`config.mk`:
```
export PLATFORM = sky130hd
export DESIGN_NAME = jtag_dtm_top
export DESIGN_NICKNAME = d
export VERILOG_FILES = /design/src/hdl/jtag_dtm_pkg.sv /design/src/hdl/tck_sync.sv /design/src/hdl/tap_fsm.sv /design/src/hdl/scan_reg.sv /design/src/hdl/instr_reg.sv /design/src/hdl/dmi_bridge.sv /design/src/hdl/jtag_dtm_top.sv
export VERILOG_INCLUDE_DIRS = /design/src /design/src/include
export SDC_FILE = /design/constraint.sdc
export NUM_CORES = 1
export LEC_CHECK = 0
export ABC_AREA = 1
export ABC_CLOCK_PERIOD_IN_PS = 4300
export BUFFER_PORTS_ARGS = -buffer_cell sky130_fd_sc_hd__buf_4
export CORE_ASPECT_RATIO = 1.25
export CORE_MARGIN = 4
export CORE_UTILIZATION = 60
export CTS_CLUSTER_SIZE = 30
export DETAILED_ROUTE_END_ITERATION = 6
export GPL_ROUTABILITY_DRIVEN = 0
export PLACE_DENSITY = 0.88
export SYNTH_ARGS = -nofsm -noshare
export SYNTH_HDL_FRONTEND = slang
export SYNTH_SLANG_ARGS = --single-unit
```
`constraint.sdc`:
```
create_clock -name clk -period 4.3 [get_ports clk]
set_input_delay 0.215 -clock clk [delete_from_list [all_inputs] [get_ports clk]]
set_output_delay 0.215 -clock clk [all_outputs]
set_load 0.01 [all_outputs]
```
`src/include/jtag_dtm_cfg.svh`:
```
`ifndef JTAG_DTM_CFG_SVH
`define JTAG_DTM_CFG_SVH

// instruction register width
// the debug transport needs at least 5 bits
`define JTAG_IR_WIDTH 5

// instruction codes, IR width each
`define JTAG_INSTR_IDCODE 5'h01
`define JTAG_INSTR_CUSTOM 5'h0a
`define JTAG_INSTR_DMI 5'h11
`define JTAG_INSTR_BYPASS 5'h1f

// device id, read only
`define JTAG_IDCODE_VAL 32'h12345678

// custom test register after reset
`define JTAG_CUSTOM_RST 32'h0A0B0C0D

// flops per pin in the input synchronizer
// must be 2 or more
`define JTAG_SYNC_STAGES 2

`endif

```
`src/hdl/jtag_dtm_pkg.sv`:
```
`default_nettype none

`include "jtag_dtm_cfg.svh"

package jtag_dtm_pkg;

    // IEEE 1149.1 controller states
    typedef enum logic [3:0] {
        TAP_TLR      = 4'h0,
        TAP_RTI      = 4'h1,
        TAP_SEL_DR   = 4'h2,
        TAP_CAP_DR   = 4'h3,
        TAP_SHIFT_DR = 4'h4,
        TAP_EXIT1_DR = 4'h5,
        TAP_PAUSE_DR = 4'h6,
        TAP_EXIT2_DR = 4'h7,
        TAP_UPD_DR   = 4'h8,
        TAP_SEL_IR   = 4'h9,
        TAP_CAP_IR   = 4'ha,
        TAP_SHIFT_IR = 4'hb,
        TAP_EXIT1_IR = 4'hc,
        TAP_PAUSE_IR = 4'hd,
        TAP_EXIT2_IR = 4'he,
        TAP_UPD_IR   = 4'hf
    } tap_state_e;

    typedef logic [`JTAG_IR_WIDTH-1:0] instr_t;

    // op field toward the debug module
    typedef enum logic [1:0] {
        DMI_OP_NOP   = 2'd0,
        DMI_OP_READ  = 2'd1,
        DMI_OP_WRITE = 2'd2,
        DMI_OP_RSVD  = 2'd3
    } dmi_op_e;

    // same field coming back, 0 means the access went through
    localparam dmi_op_e DMI_STATUS_SUCCESS = DMI_OP_NOP;

    typedef logic [9:0] dmi_addr_t;
    typedef logic [31:0] dmi_data_t;

    // 44 bit dmi register, op sits in the low bits
    typedef struct packed {
        dmi_addr_t addr;
        dmi_data_t data;
        dmi_op_e   op;
    } dmi_req_t;

    typedef logic [31:0] word_t;

endpackage

`default_nettype wire

```
`src/hdl/tck_sync.sv`:
```
`timescale 1ns/1ps
`default_nettype none

`include "jtag_dtm_cfg.svh"

module tck_sync (
    input  logic clk,
    input  logic rst_n,
    input  logic jtag_clk_i,
    input  logic jtag_tms_i,
    input  logic jtag_tdi_i,
    output logic tck_rise_o,
    output logic tck_fall_o,
    output logic tms_o,
    output logic tdi_o
);

    localparam int N = `JTAG_SYNC_STAGES;

    // pin chains, newest sample in bit 0
    logic [N-1:0] tck_sync_q;
    logic [N-1:0] tms_sync_q;
    logic [N-1:0] tdi_sync_q;
    // last synchronized tck level
    logic         tck_prev_q;

    always_ff @(posedge clk)
    begin
        if (!rst_n)
        begin
            tck_sync_q <= '0;
            tms_sync_q <= '1;
            tdi_sync_q <= '0;
            tck_prev_q <= 1'b0;
            tck_rise_o <= 1'b0;
            tck_fall_o <= 1'b0;
            tms_o      <= 1'b1;
            tdi_o      <= 1'b0;
        end
        else
        begin
            tck_sync_q <= {tck_sync_q[N-2:0], jtag_clk_i};
            tms_sync_q <= {tms_sync_q[N-2:0], jtag_tms_i};
            tdi_sync_q <= {tdi_sync_q[N-2:0], jtag_tdi_i};
            tck_prev_q <= tck_sync_q[N-1];
            // edge strobes, one clk each
            tck_rise_o <= tck_sync_q[N-1] & ~tck_prev_q;
            tck_fall_o <= ~tck_sync_q[N-1] & tck_prev_q;
            // data registered alongside so it lines up with the strobes
            tms_o      <= tms_sync_q[N-1];
            tdi_o      <= tdi_sync_q[N-1];
        end
    end

endmodule

`default_nettype wire

```
`src/hdl/tap_fsm.sv`:
```
`timescale 1ns/1ps
`default_nettype none

module tap_fsm (
    input  logic                    clk,
    input  logic                    rst_n,
    input  logic                    tck_rise_i,
    input  logic                    tms_i,
    output logic                    capture_dr_o,
    output logic                    shift_dr_o,
    output logic                    update_dr_o,
    output logic                    capture_ir_o,
    output logic                    shift_ir_o,
    output logic                    update_ir_o,
    output logic                    tlr_o,
    output jtag_dtm_pkg::tap_state_e state_o
);

    jtag_dtm_pkg::tap_state_e state_q;
    jtag_dtm_pkg::tap_state_e state_d;

    // standard 16 state graph, tms picks the branch
    always_comb
    begin
        state_d = state_q;
        unique case (state_q)
            jtag_dtm_pkg::TAP_TLR:
                state_d = tms_i ? jtag_dtm_pkg::TAP_TLR : jtag_dtm_pkg::TAP_RTI;
            jtag_dtm_pkg::TAP_RTI:
                state_d = tms_i ? jtag_dtm_pkg::TAP_SEL_DR : jtag_dtm_pkg::TAP_RTI;
            jtag_dtm_pkg::TAP_SEL_DR:
                state_d = tms_i ? jtag_dtm_pkg::TAP_SEL_IR : jtag_dtm_pkg::TAP_CAP_DR;
            jtag_dtm_pkg::TAP_CAP_DR:
                state_d = tms_i ? jtag_dtm_pkg::TAP_EXIT1_DR : jtag_dtm_pkg::TAP_SHIFT_DR;
            jtag_dtm_pkg::TAP_SHIFT_DR:
                state_d = tms_i ? jtag_dtm_pkg::TAP_EXIT1_DR : jtag_dtm_pkg::TAP_SHIFT_DR;
            jtag_dtm_pkg::TAP_EXIT1_DR:
                state_d = tms_i ? jtag_dtm_pkg::TAP_UPD_DR : jtag_dtm_pkg::TAP_PAUSE_DR;
            // pause holds while tms is low
            jtag_dtm_pkg::TAP_PAUSE_DR:
                state_d = tms_i ? jtag_dtm_pkg::TAP_EXIT2_DR : jtag_dtm_pkg::TAP_PAUSE_DR;
            jtag_dtm_pkg::TAP_EXIT2_DR:
                state_d = tms_i ? jtag_dtm_pkg::TAP_UPD_DR : jtag_dtm_pkg::TAP_SHIFT_DR;
            jtag_dtm_pkg::TAP_UPD_DR:
                state_d = tms_i ? jtag_dtm_pkg::TAP_SEL_DR : jtag_dtm_pkg::TAP_RTI;
            // ir column, a second tms one here falls back to reset
            jtag_dtm_pkg::TAP_SEL_IR:
                state_d = tms_i ? jtag_dtm_pkg::TAP_TLR : jtag_dtm_pkg::TAP_CAP_IR;
            jtag_dtm_pkg::TAP_CAP_IR:
                state_d = tms_i ? jtag_dtm_pkg::TAP_EXIT1_IR : jtag_dtm_pkg::TAP_SHIFT_IR;
            jtag_dtm_pkg::TAP_SHIFT_IR:
                state_d = tms_i ? jtag_dtm_pkg::TAP_EXIT1_IR : jtag_dtm_pkg::TAP_SHIFT_IR;
            jtag_dtm_pkg::TAP_EXIT1_IR:
                state_d = tms_i ? jtag_dtm_pkg::TAP_UPD_IR : jtag_dtm_pkg::TAP_PAUSE_IR;
            jtag_dtm_pkg::TAP_PAUSE_IR:
                state_d = tms_i ? jtag_dtm_pkg::TAP_EXIT2_IR : jtag_dtm_pkg::TAP_PAUSE_IR;
            jtag_dtm_pkg::TAP_EXIT2_IR:
                state_d = tms_i ? jtag_dtm_pkg::TAP_UPD_IR : jtag_dtm_pkg::TAP_SHIFT_IR;
            jtag_dtm_pkg::TAP_UPD_IR:
                state_d = tms_i ? jtag_dtm_pkg::TAP_SEL_DR : jtag_dtm_pkg::TAP_RTI;
            default:
                state_d = jtag_dtm_pkg::TAP_TLR;
        endcase
    end

    // state moves only on a synchronized tck rise
    always_ff @(posedge clk)
    begin
        if (!rst_n)
        begin
            state_q <= jtag_dtm_pkg::TAP_TLR;
        end
        else if (tck_rise_i)
        begin
            state_q <= state_d;
        end
    end

    // strobes fire on the rise that leaves the state
    // shift fires regardless of tms so the last bit goes out on exit
    assign capture_dr_o = tck_rise_i && (state_q == jtag_dtm_pkg::TAP_CAP_DR);
    assign shift_dr_o   = tck_rise_i && (state_q == jtag_dtm_pkg::TAP_SHIFT_DR);
    assign update_dr_o  = tck_rise_i && tms_i &&
                          ((state_q == jtag_dtm_pkg::TAP_EXIT1_DR) ||
                           (state_q == jtag_dtm_pkg::TAP_EXIT2_DR));
    assign capture_ir_o = tck_rise_i && (state_q == jtag_dtm_pkg::TAP_CAP_IR);
    assign shift_ir_o   = tck_rise_i && (state_q == jtag_dtm_pkg::TAP_SHIFT_IR);
    assign update_ir_o  = tck_rise_i && tms_i &&
                          ((state_q == jtag_dtm_pkg::TAP_EXIT1_IR) ||
                           (state_q == jtag_dtm_pkg::TAP_EXIT2_IR));

    assign tlr_o   = (state_q == jtag_dtm_pkg::TAP_TLR);
    assign state_o = state_q;

endmodule

`default_nettype wire

```
`src/hdl/scan_reg.sv`:
```
`timescale 1ns/1ps
`default_nettype none

module scan_reg #(
    parameter type      payload_t = logic [31:0],
    // value of the update stage after reset
    parameter payload_t RESET_VAL = payload_t'('0)
) (
    input  logic     clk,
    input  logic     rst_n,
    input  logic     capture_i,
    input  logic     shift_i,
    input  logic     update_i,
    input  logic     tdi_i,
    input  payload_t capture_val_i,
    output logic     tdo_o,
    output payload_t update_val_o
);

    localparam int W = $bits(payload_t);

    // shift stage, bit 0 goes out first
    logic [W-1:0] shift_q;
    // update stage seen by the logic behind the register
    payload_t     update_q;

    // capture and shift are exclusive, both come from the tap fsm
    always_ff @(posedge clk)
    begin
        if (capture_i)
        begin
            shift_q <= capture_val_i;
        end
        else if (shift_i)
        begin
            // tdi in at the top, everything moves toward the lsb
            shift_q <= {tdi_i, shift_q[W-1:1]};
        end
    end

    always_ff @(posedge clk)
    begin
        if (!rst_n)
        begin
            update_q <= RESET_VAL;
        end
        else if (update_i)
        begin
            update_q <= payload_t'(shift_q);
        end
    end

    assign tdo_o        = shift_q[0];
    assign update_val_o = update_q;

endmodule

`default_nettype wire

```
`src/hdl/instr_reg.sv`:
```
`timescale 1ns/1ps
`default_nettype none

`include "jtag_dtm_cfg.svh"

module instr_reg (
    input  logic clk,
    input  logic rst_n,
    input  logic tck_rise_i,
    input  logic capture_i,
    input  logic shift_i,
    input  logic update_i,
    input  logic tlr_i,
    input  logic tdi_i,
    output logic tdo_o,
    output logic sel_idcode_o,
    output logic sel_dmi_o,
    output logic sel_custom_o,
    output logic sel_bypass_o
);

    // captured into the shift stage, 1149.1 wants 01 in the low bits
    localparam jtag_dtm_pkg::instr_t IR_CAPTURE = jtag_dtm_pkg::instr_t'(1);

    jtag_dtm_pkg::instr_t ir_shift_q;
    jtag_dtm_pkg::instr_t ir_q;

    always_ff @(posedge clk)
    begin
        if (capture_i)
        begin
            ir_shift_q <= IR_CAPTURE;
        end
        else if (shift_i)
        begin
            ir_shift_q <= {tdi_i, ir_shift_q[`JTAG_IR_WIDTH-1:1]};
        end
    end

    // test-logic-reset acts on tck edges like the rest of the tap
    always_ff @(posedge clk)
    begin
        if (!rst_n)
        begin
            ir_q <= `JTAG_INSTR_IDCODE;
        end
        else if (tlr_i && tck_rise_i)
        begin
            ir_q <= `JTAG_INSTR_IDCODE;
        end
        else if (update_i)
        begin
            ir_q <= ir_shift_q;
        end
    end

    // exactly one select, anything unknown lands on bypass
    always_comb
    begin
        sel_idcode_o = 1'b0;
        sel_dmi_o    = 1'b0;
        sel_custom_o = 1'b0;
        sel_bypass_o = 1'b0;
        case (ir_q)
            `JTAG_INSTR_IDCODE: sel_idcode_o = 1'b1;
            `JTAG_INSTR_DMI:    sel_dmi_o    = 1'b1;
            `JTAG_INSTR_CUSTOM: sel_custom_o = 1'b1;
            `JTAG_INSTR_BYPASS: sel_bypass_o = 1'b1;
            default:            sel_bypass_o = 1'b1;
        endcase
    end

    assign tdo_o = ir_shift_q[0];

endmodule

`default_nettype wire

```
`src/hdl/dmi_bridge.sv`:
```
`timescale 1ns/1ps
`default_nettype none

module dmi_bridge (
    input  logic                   clk,
    input  logic                   rst_n,
    input  logic                   update_i,
    input  logic                   ack_i,
    input  jtag_dtm_pkg::dmi_req_t  update_val_i,
    input  jtag_dtm_pkg::dmi_data_t rdata_i,
    output jtag_dtm_pkg::dmi_req_t  capture_val_o,
    output logic                   start_read_o,
    output logic                   start_write_o,
    output jtag_dtm_pkg::dmi_addr_t addr_o,
    output jtag_dtm_pkg::dmi_data_t wdata_o
);

    // dmi data register, returned on the next capture
    jtag_dtm_pkg::dmi_req_t  req_q;
    // bus side copies, stable until the next update
    jtag_dtm_pkg::dmi_addr_t addr_q;
    jtag_dtm_pkg::dmi_data_t wdata_q;
    logic                    start_read_q;
    logic                    start_write_q;

    // no back-pressure, an update always wins over an ack
    always_ff @(posedge clk)
    begin
        if (!rst_n)
        begin
            req_q         <= '0;
            start_read_q  <= 1'b0;
            start_write_q <= 1'b0;
        end
        else
        begin
            // strobes last one clk
            start_read_q  <= 1'b0;
            start_write_q <= 1'b0;
            if (update_i)
            begin
                req_q         <= update_val_i;
                start_read_q  <= (update_val_i.op == jtag_dtm_pkg::DMI_OP_READ);
                start_write_q <= (update_val_i.op == jtag_dtm_pkg::DMI_OP_WRITE);
            end
            else if (ack_i)
            begin
                // read data replaces the data field, address stays
                req_q.data <= rdata_i;
                req_q.op   <= jtag_dtm_pkg::DMI_STATUS_SUCCESS;
            end
        end
    end

    always_ff @(posedge clk)
    begin
        if (update_i)
        begin
            addr_q  <= update_val_i.addr;
            wdata_q <= update_val_i.data;
        end
    end

    assign capture_val_o = req_q;
    assign start_read_o  = start_read_q;
    assign start_write_o = start_write_q;
    assign addr_o        = addr_q;
    assign wdata_o       = wdata_q;

endmodule

`default_nettype wire

```
`src/hdl/jtag_dtm_top.sv`:
```
`timescale 1ns/1ps
`default_nettype none

`include "jtag_dtm_cfg.svh"

module jtag_dtm_top (
    input  logic                   clk,
    input  logic                   rst_n,
    input  logic                   jtag_clk_i,
    input  logic                   jtag_tms_i,
    input  logic                   jtag_tdi_i,
    output logic                   jtag_tdo_o,
    input  jtag_dtm_pkg::dmi_data_t rdata_i,
    input  logic                   ack_i,
    output logic                   start_read_o,
    output logic                   start_write_o,
    output jtag_dtm_pkg::dmi_addr_t addr_o,
    output jtag_dtm_pkg::dmi_data_t wdata_o
);

    logic tck_rise;
    logic tck_fall;
    logic tms;
    logic tdi;

    logic capture_dr;
    logic shift_dr;
    logic update_dr;
    logic capture_ir;
    logic shift_ir;
    logic update_ir;
    logic tlr;
    jtag_dtm_pkg::tap_state_e tap_state;

    logic sel_idcode;
    logic sel_dmi;
    logic sel_custom;
    logic sel_bypass;

    logic ir_tdo;
    logic idcode_tdo;
    logic custom_tdo;
    logic dmi_tdo;
    logic dr_tdo;

    jtag_dtm_pkg::word_t    custom_val;
    jtag_dtm_pkg::dmi_req_t dmi_capture;
    jtag_dtm_pkg::dmi_req_t dmi_update;
    // dmi update strobe, one clk behind the scan register
    logic                   dmi_update_q;

    logic bypass_q;
    logic tdo_q;

    tck_sync tck_sync_i (
        .clk        (clk),
        .rst_n      (rst_n),
        .jtag_clk_i (jtag_clk_i),
        .jtag_tms_i (jtag_tms_i),
        .jtag_tdi_i (jtag_tdi_i),
        .tck_rise_o (tck_rise),
        .tck_fall_o (tck_fall),
        .tms_o      (tms),
        .tdi_o      (tdi)
    );

    tap_fsm tap_fsm_i (
        .clk          (clk),
        .rst_n        (rst_n),
        .tck_rise_i   (tck_rise),
        .tms_i        (tms),
        .capture_dr_o (capture_dr),
        .shift_dr_o   (shift_dr),
        .update_dr_o  (update_dr),
        .capture_ir_o (capture_ir),
        .shift_ir_o   (shift_ir),
        .update_ir_o  (update_ir),
        .tlr_o        (tlr),
        .state_o      (tap_state)
    );

    instr_reg instr_reg_i (
        .clk          (clk),
        .rst_n        (rst_n),
        .tck_rise_i   (tck_rise),
        .capture_i    (capture_ir),
        .shift_i      (shift_ir),
        .update_i     (update_ir),
        .tlr_i        (tlr),
        .tdi_i        (tdi),
        .tdo_o        (ir_tdo),
        .sel_idcode_o (sel_idcode),
        .sel_dmi_o    (sel_dmi),
        .sel_custom_o (sel_custom),
        .sel_bypass_o (sel_bypass)
    );

    // device id, update path tied off
    scan_reg #(
        .payload_t (jtag_dtm_pkg::word_t)
    ) idcode_reg_i (
        .clk           (clk),
        .rst_n         (rst_n),
        .capture_i     (capture_dr && sel_idcode),
        .shift_i       (shift_dr && sel_idcode),
        .update_i      (1'b0),
        .tdi_i         (tdi),
        .capture_val_i (`JTAG_IDCODE_VAL),
        .tdo_o         (idcode_tdo),
        .update_val_o  ()
    );

    // read/write test register, captures its own last update
    scan_reg #(
        .payload_t (jtag_dtm_pkg::word_t),
        .RESET_VAL (`JTAG_CUSTOM_RST)
    ) custom_reg_i (
        .clk           (clk),
        .rst_n         (rst_n),
        .capture_i     (capture_dr && sel_custom),
        .shift_i       (shift_dr && sel_custom),
        .update_i      (update_dr && sel_custom),
        .tdi_i         (tdi),
        .capture_val_i (custom_val),
        .tdo_o         (custom_tdo),
        .update_val_o  (custom_val)
    );

    scan_reg #(
        .payload_t (jtag_dtm_pkg::dmi_req_t)
    ) dmi_reg_i (
        .clk           (clk),
        .rst_n         (rst_n),
        .capture_i     (capture_dr && sel_dmi),
        .shift_i       (shift_dr && sel_dmi),
        .update_i      (update_dr && sel_dmi),
        .tdi_i         (tdi),
        .capture_val_i (dmi_capture),
        .tdo_o         (dmi_tdo),
        .update_val_o  (dmi_update)
    );

    // the update stage loads on the strobe edge
    // so the bridge takes the new request one clk later
    always_ff @(posedge clk)
    begin
        if (!rst_n)
        begin
            dmi_update_q <= 1'b0;
        end
        else
        begin
            dmi_update_q <= update_dr && sel_dmi;
        end
    end

    dmi_bridge dmi_bridge_i (
        .clk           (clk),
        .rst_n         (rst_n),
        .update_i      (dmi_update_q),
        .ack_i         (ack_i),
        .update_val_i  (dmi_update),
        .rdata_i       (rdata_i),
        .capture_val_o (dmi_capture),
        .start_read_o  (start_read_o),
        .start_write_o (start_write_o),
        .addr_o        (addr_o),
        .wdata_o       (wdata_o)
    );

    // bypass is one flop, captures 0
    always_ff @(posedge clk)
    begin
        if (capture_dr && sel_bypass)
        begin
            bypass_q <= 1'b0;
        end
        else if (shift_dr && sel_bypass)
        begin
            bypass_q <= tdi;
        end
    end

    always_comb
    begin
        if (sel_idcode)
            dr_tdo = idcode_tdo;
        else if (sel_dmi)
            dr_tdo = dmi_tdo;
        else if (sel_custom)
            dr_tdo = custom_tdo;
        else
            dr_tdo = bypass_q;
    end

    // tdo changes on falling tck only, holds outside the shift states
    always_ff @(posedge clk)
    begin
        if (!rst_n)
        begin
            tdo_q <= 1'b0;
        end
        else if (tck_fall && (tap_state == jtag_dtm_pkg::TAP_SHIFT_IR))
        begin
            tdo_q <= ir_tdo;
        end
        else if (tck_fall && (tap_state == jtag_dtm_pkg::TAP_SHIFT_DR))
        begin
            tdo_q <= dr_tdo;
        end
    end

    assign jtag_tdo_o = tdo_q;

endmodule

`default_nettype wire

```
==> results.md <==
- GRT Total Usage: 0.240
- Die Area: around 0.021 sq mm
- Number of synthesized register bits: 300
- Fin nets: about 1,300
- Vias/cell: between 5 and 6
- Leak Pwr: roughly 5.6 nW
- Max-slew headroom: 0.359
- Worst-margin pin slew: between 900 and 1000 ps
- Setup violations, final: 0
- Setup tns final: 0 ps
- CP startpoint kind: flip-flop
- Via count: about 8,700
- Run status: completed
- Highest Clock Rate: about 0.36 GHz
- Buffers and inverters on the worst path: 3
- PD cells: ~420 mW/mm^2
- Highest routed layer: met4
- Synthesized cell area: between 0.01 and 0.015 sq mm
- Data required, critical path: ~4600 ps
- CTS Buffer Depth: 3
- Post-route ant nets: 0
- Critical path class: reg -> reg
- Minimum clock period: 2780 ps
- Max-Cap Viols: 0
- Worst-Skew Late Latency: 550 ps
- Avg Cell Area, Syn: 9.92 sq um
- Root buf cell: clkbuf_16
- Min-delay worst type: in -> reg
- PortBufs: 82
- I/O Pins: between 80 and 90
- First-pass GRT wire length: approximately 43,000 um
- Drc violations: 0
- Initial antenna violation count: 0
- Grt total ovfl: 0
- Clk sinks: 300
- Met2 WL: around 13,000 um
- H-tree levels: 1
- Fin crit share: 0.647
- DP Wirelength: between 10,000 and 15,000 um
- Die width: 132 um
- Met3 WL: between 2000 and 2500 um
- Clock skew: between 20 and 30 ps
- Largest net degree at the start of global routing: 97
- Area of the core: between 0.015 and 0.02 sq mm
- Initial core utilization: 0.611
- Area delta synth->final: 16.1%
- CTS Buf Count: 28
- Vias in the first global route: approximately 8,800
- Yosys warnings: 0
- Synth cell types: 36
- Share of layout cells above drive strength 1: 0.157
- Total Wirelength: 26,000 um
- Sequential share of the synthesized area: 0.626
- CP top delay family: simple AND/OR/NAND/NOR gates
- Avg WL per Cell: 17.4 um
- Slowest stage cell, crit path: nor2_8
- Post_cts resized: 0
- Setup Fix Bufs, Post-CTS: 0
- Worst-path maximum fanout: 45
- Critical path arrival: around 3000 ps
- Setup crit end kind: flip-flop
- Mapped Nets: 1,195
- Unrepaired setup endpoints after global routing: no
- Clk slew on worst S/H paths: around 60 ps
- Row cnt: between 50 and 60
- Cells after synthesis: around 1,200
- Starting DRT DRC Count: 1,142
- Max VDD drop: 0.000330 V
- Slew Limit Fails: 0
- Met1 WL: 9980 um
- Core Util, Final: 0.710
- Cell Chain, Critical Path: nor2_2 > nand2_2 > nor2_4 > buf_4 > inv_2 > nor2_8 > inv_2 > nand2_1 > nand2_1
- ANT cells: 0
- Final hold violations: 0
- Chip height: 163 um
- Design Power: roughly 5.6 mW
- Slowest stage delay, CP: just over 500 ps
- CTS tree: yes
- DRT Pass-1 Iters: 5
==> where the power goes <==
group | switching [mW] | leakage, nW | internal, mW
logic | 0.0703 | 2.52 | 0.0655
clock network | 1.05 | 0.463 | 1.39
registers | 0.0172 | 2.62 | 2.96
total | 1.13 | 5.60 | 4.42
==> cell type report <==
| type | instances | area [sq um] |
|---|---|---|
| Sequential cell | 300 | 7190 |
| Fill cell | 1230 | 5450 |
| Multi-Input combinational cell | 733 | 3720 |
| Timing Repair Buffer | 123 | 1010 |
| Clock buffer | 43 | 870 |
| Tap cell | 232 | 290 |
| Inverter | 52 | 195 |
| Clock inverter | 9 | 55.1 |
==> layout by cell type, fill, tap and decap left out, types with 5 or more instances in the layout <==
master / n
o221ai_1: 32
clkbuf_8: 7
clkbuf_16: 30
edfxtp_1: 118
nand2_1: 255
nor2_1: 136
dfxtp_1: 181
inv_1: 40
clkbuf_1: 6
o21ai_1: 9
nand3_1: 65
dlygate4sd3_1: 34
a21oi_1: 98
o21ai_0: 67
buf_4: 89
nor2_2: 5
mux2_4: 27
clkinv_2: 7
inv_2: 10
==> path summary, 6_finish.rpt <==
kind / start / slack, ps / to / cells past startpoint
max reg2reg: instr_reg_i.ir_q[2] / 1520 / dmi_reg_i.shift_q[32] / 9
min reg2reg: tck_sync_i.tms_sync_q[0] / 420 / tck_sync_i.tms_sync_q[1] / 1
max: instr_reg_i.ir_q[2] / 1520 / dmi_reg_i.shift_q[32] / 9
min: rdata_i[0] / 30 / dmi_bridge_i.capture_val_o[2] / 3
==> flip-flops by register name, summed over array words and instances, names as in the netlist, 2 cells and up <==
| register | flops |
|---|---|
| custom_reg_i.shift_q | 32 |
| custom_reg_i.update_val_o | 32 |
| dmi_bridge_i.addr_o | 10 |
| dmi_bridge_i.capture_val_o | 44 |
| dmi_bridge_i.wdata_o | 32 |
| dmi_reg_i.shift_q | 44 |
| dmi_reg_i.update_val_o | 44 |
| idcode_reg_i.shift_q | 32 |
| instr_reg_i.ir_q | 5 |
| instr_reg_i.ir_shift_q | 5 |
| tap_fsm_i.state_o | 4 |
| tck_sync_i.tck_sync_q | 2 |
| tck_sync_i.tdi_sync_q | 2 |
| tck_sync_i.tms_sync_q | 2 |
==> metrics by stage <==
stage | hold slack [ps] | setup slack, ps | instance area [sq um] | instances
2_1_floorplan | 313 | 727 | 11500 | 1157
3_3_place_gp | 393 | 1680 | 12100 | 1406
4_1_cts | 7.52 | 1550 | 13300 | 1492
3_5_place_dp | 404 | 1570 | 12100 | 1406
6_report | 31.1 | 1520 | 13300 | 1492
5_1_grt | 44.5 | 1340 | 13300 | 1492
==> cell usage after synthesis <==
master / instances / area, sq um
a211oi_1: 2 / 15.0
a21oi_1: 99 / 495
a31oi_1: 2 / 12.5
buf_1: 5 / 18.8
buf_2: 26 / 130
buf_4: 9 / 67.6
buf_6: 8 / 90.1
clkbuf_1: 24 / 90.1
clkinv_1: 2 / 7.51
dfxtp_1: 182 / 3640
edfxtp_1: 118 / 3540
inv_1: 40 / 150
inv_2: 10 / 37.5
mux2_2: 4 / 45.0
mux2_4: 27 / 405
nand2_1: 255 / 957
nand2_2: 3 / 18.8
nand2_4: 2 / 22.5
nand3_1: 65 / 325
nand3_2: 1 / 10.0
nand3_4: 1 / 17.5
nand4_1: 4 / 25.0
nor2_1: 136 / 510
nor2_2: 5 / 31.3
nor2_4: 3 / 33.8
nor2_8: 1 / 20.0
nor3_1: 3 / 15.0
nor4_1: 1 / 6.26
o211ai_1: 2 / 15.0
o21ai_0: 68 / 340
o21ai_1: 9 / 45.0
o221ai_1: 32 / 280
o22ai_1: 1 / 6.26
o31ai_1: 2 / 15.0
o32ai_1: 1 / 8.76
or2_2: 4 / 25.0
==> per-layer routing <==
metal,vias up,track usage
li1,4087,-
met1,4075,0.292
met2,445,0.427
met3,84,0.0420
met4,0,0.0926
met5,-,0
==> cells by family after synthesis <==
family	synth area share
AO/OA/AOI/OAI	0.107
multiplexers	0.0392
buffers and inverters	0.0515
AND/OR/NAND/NOR	0.176
flip-flops	0.626
==> timing repair <==
item | in CTS | in global routing
endpoints found under the setup margin | 0 | 0
hold buffers | 34 | 0
endpoints found under the hold margin | 34 | 0
==> tightest hold or removal path: stages <==
cell and delay [ps]:
buf_4 110, inv_1 80, a31oi_1 110
No activity file was read; power rests on OpenSTA's default activity.
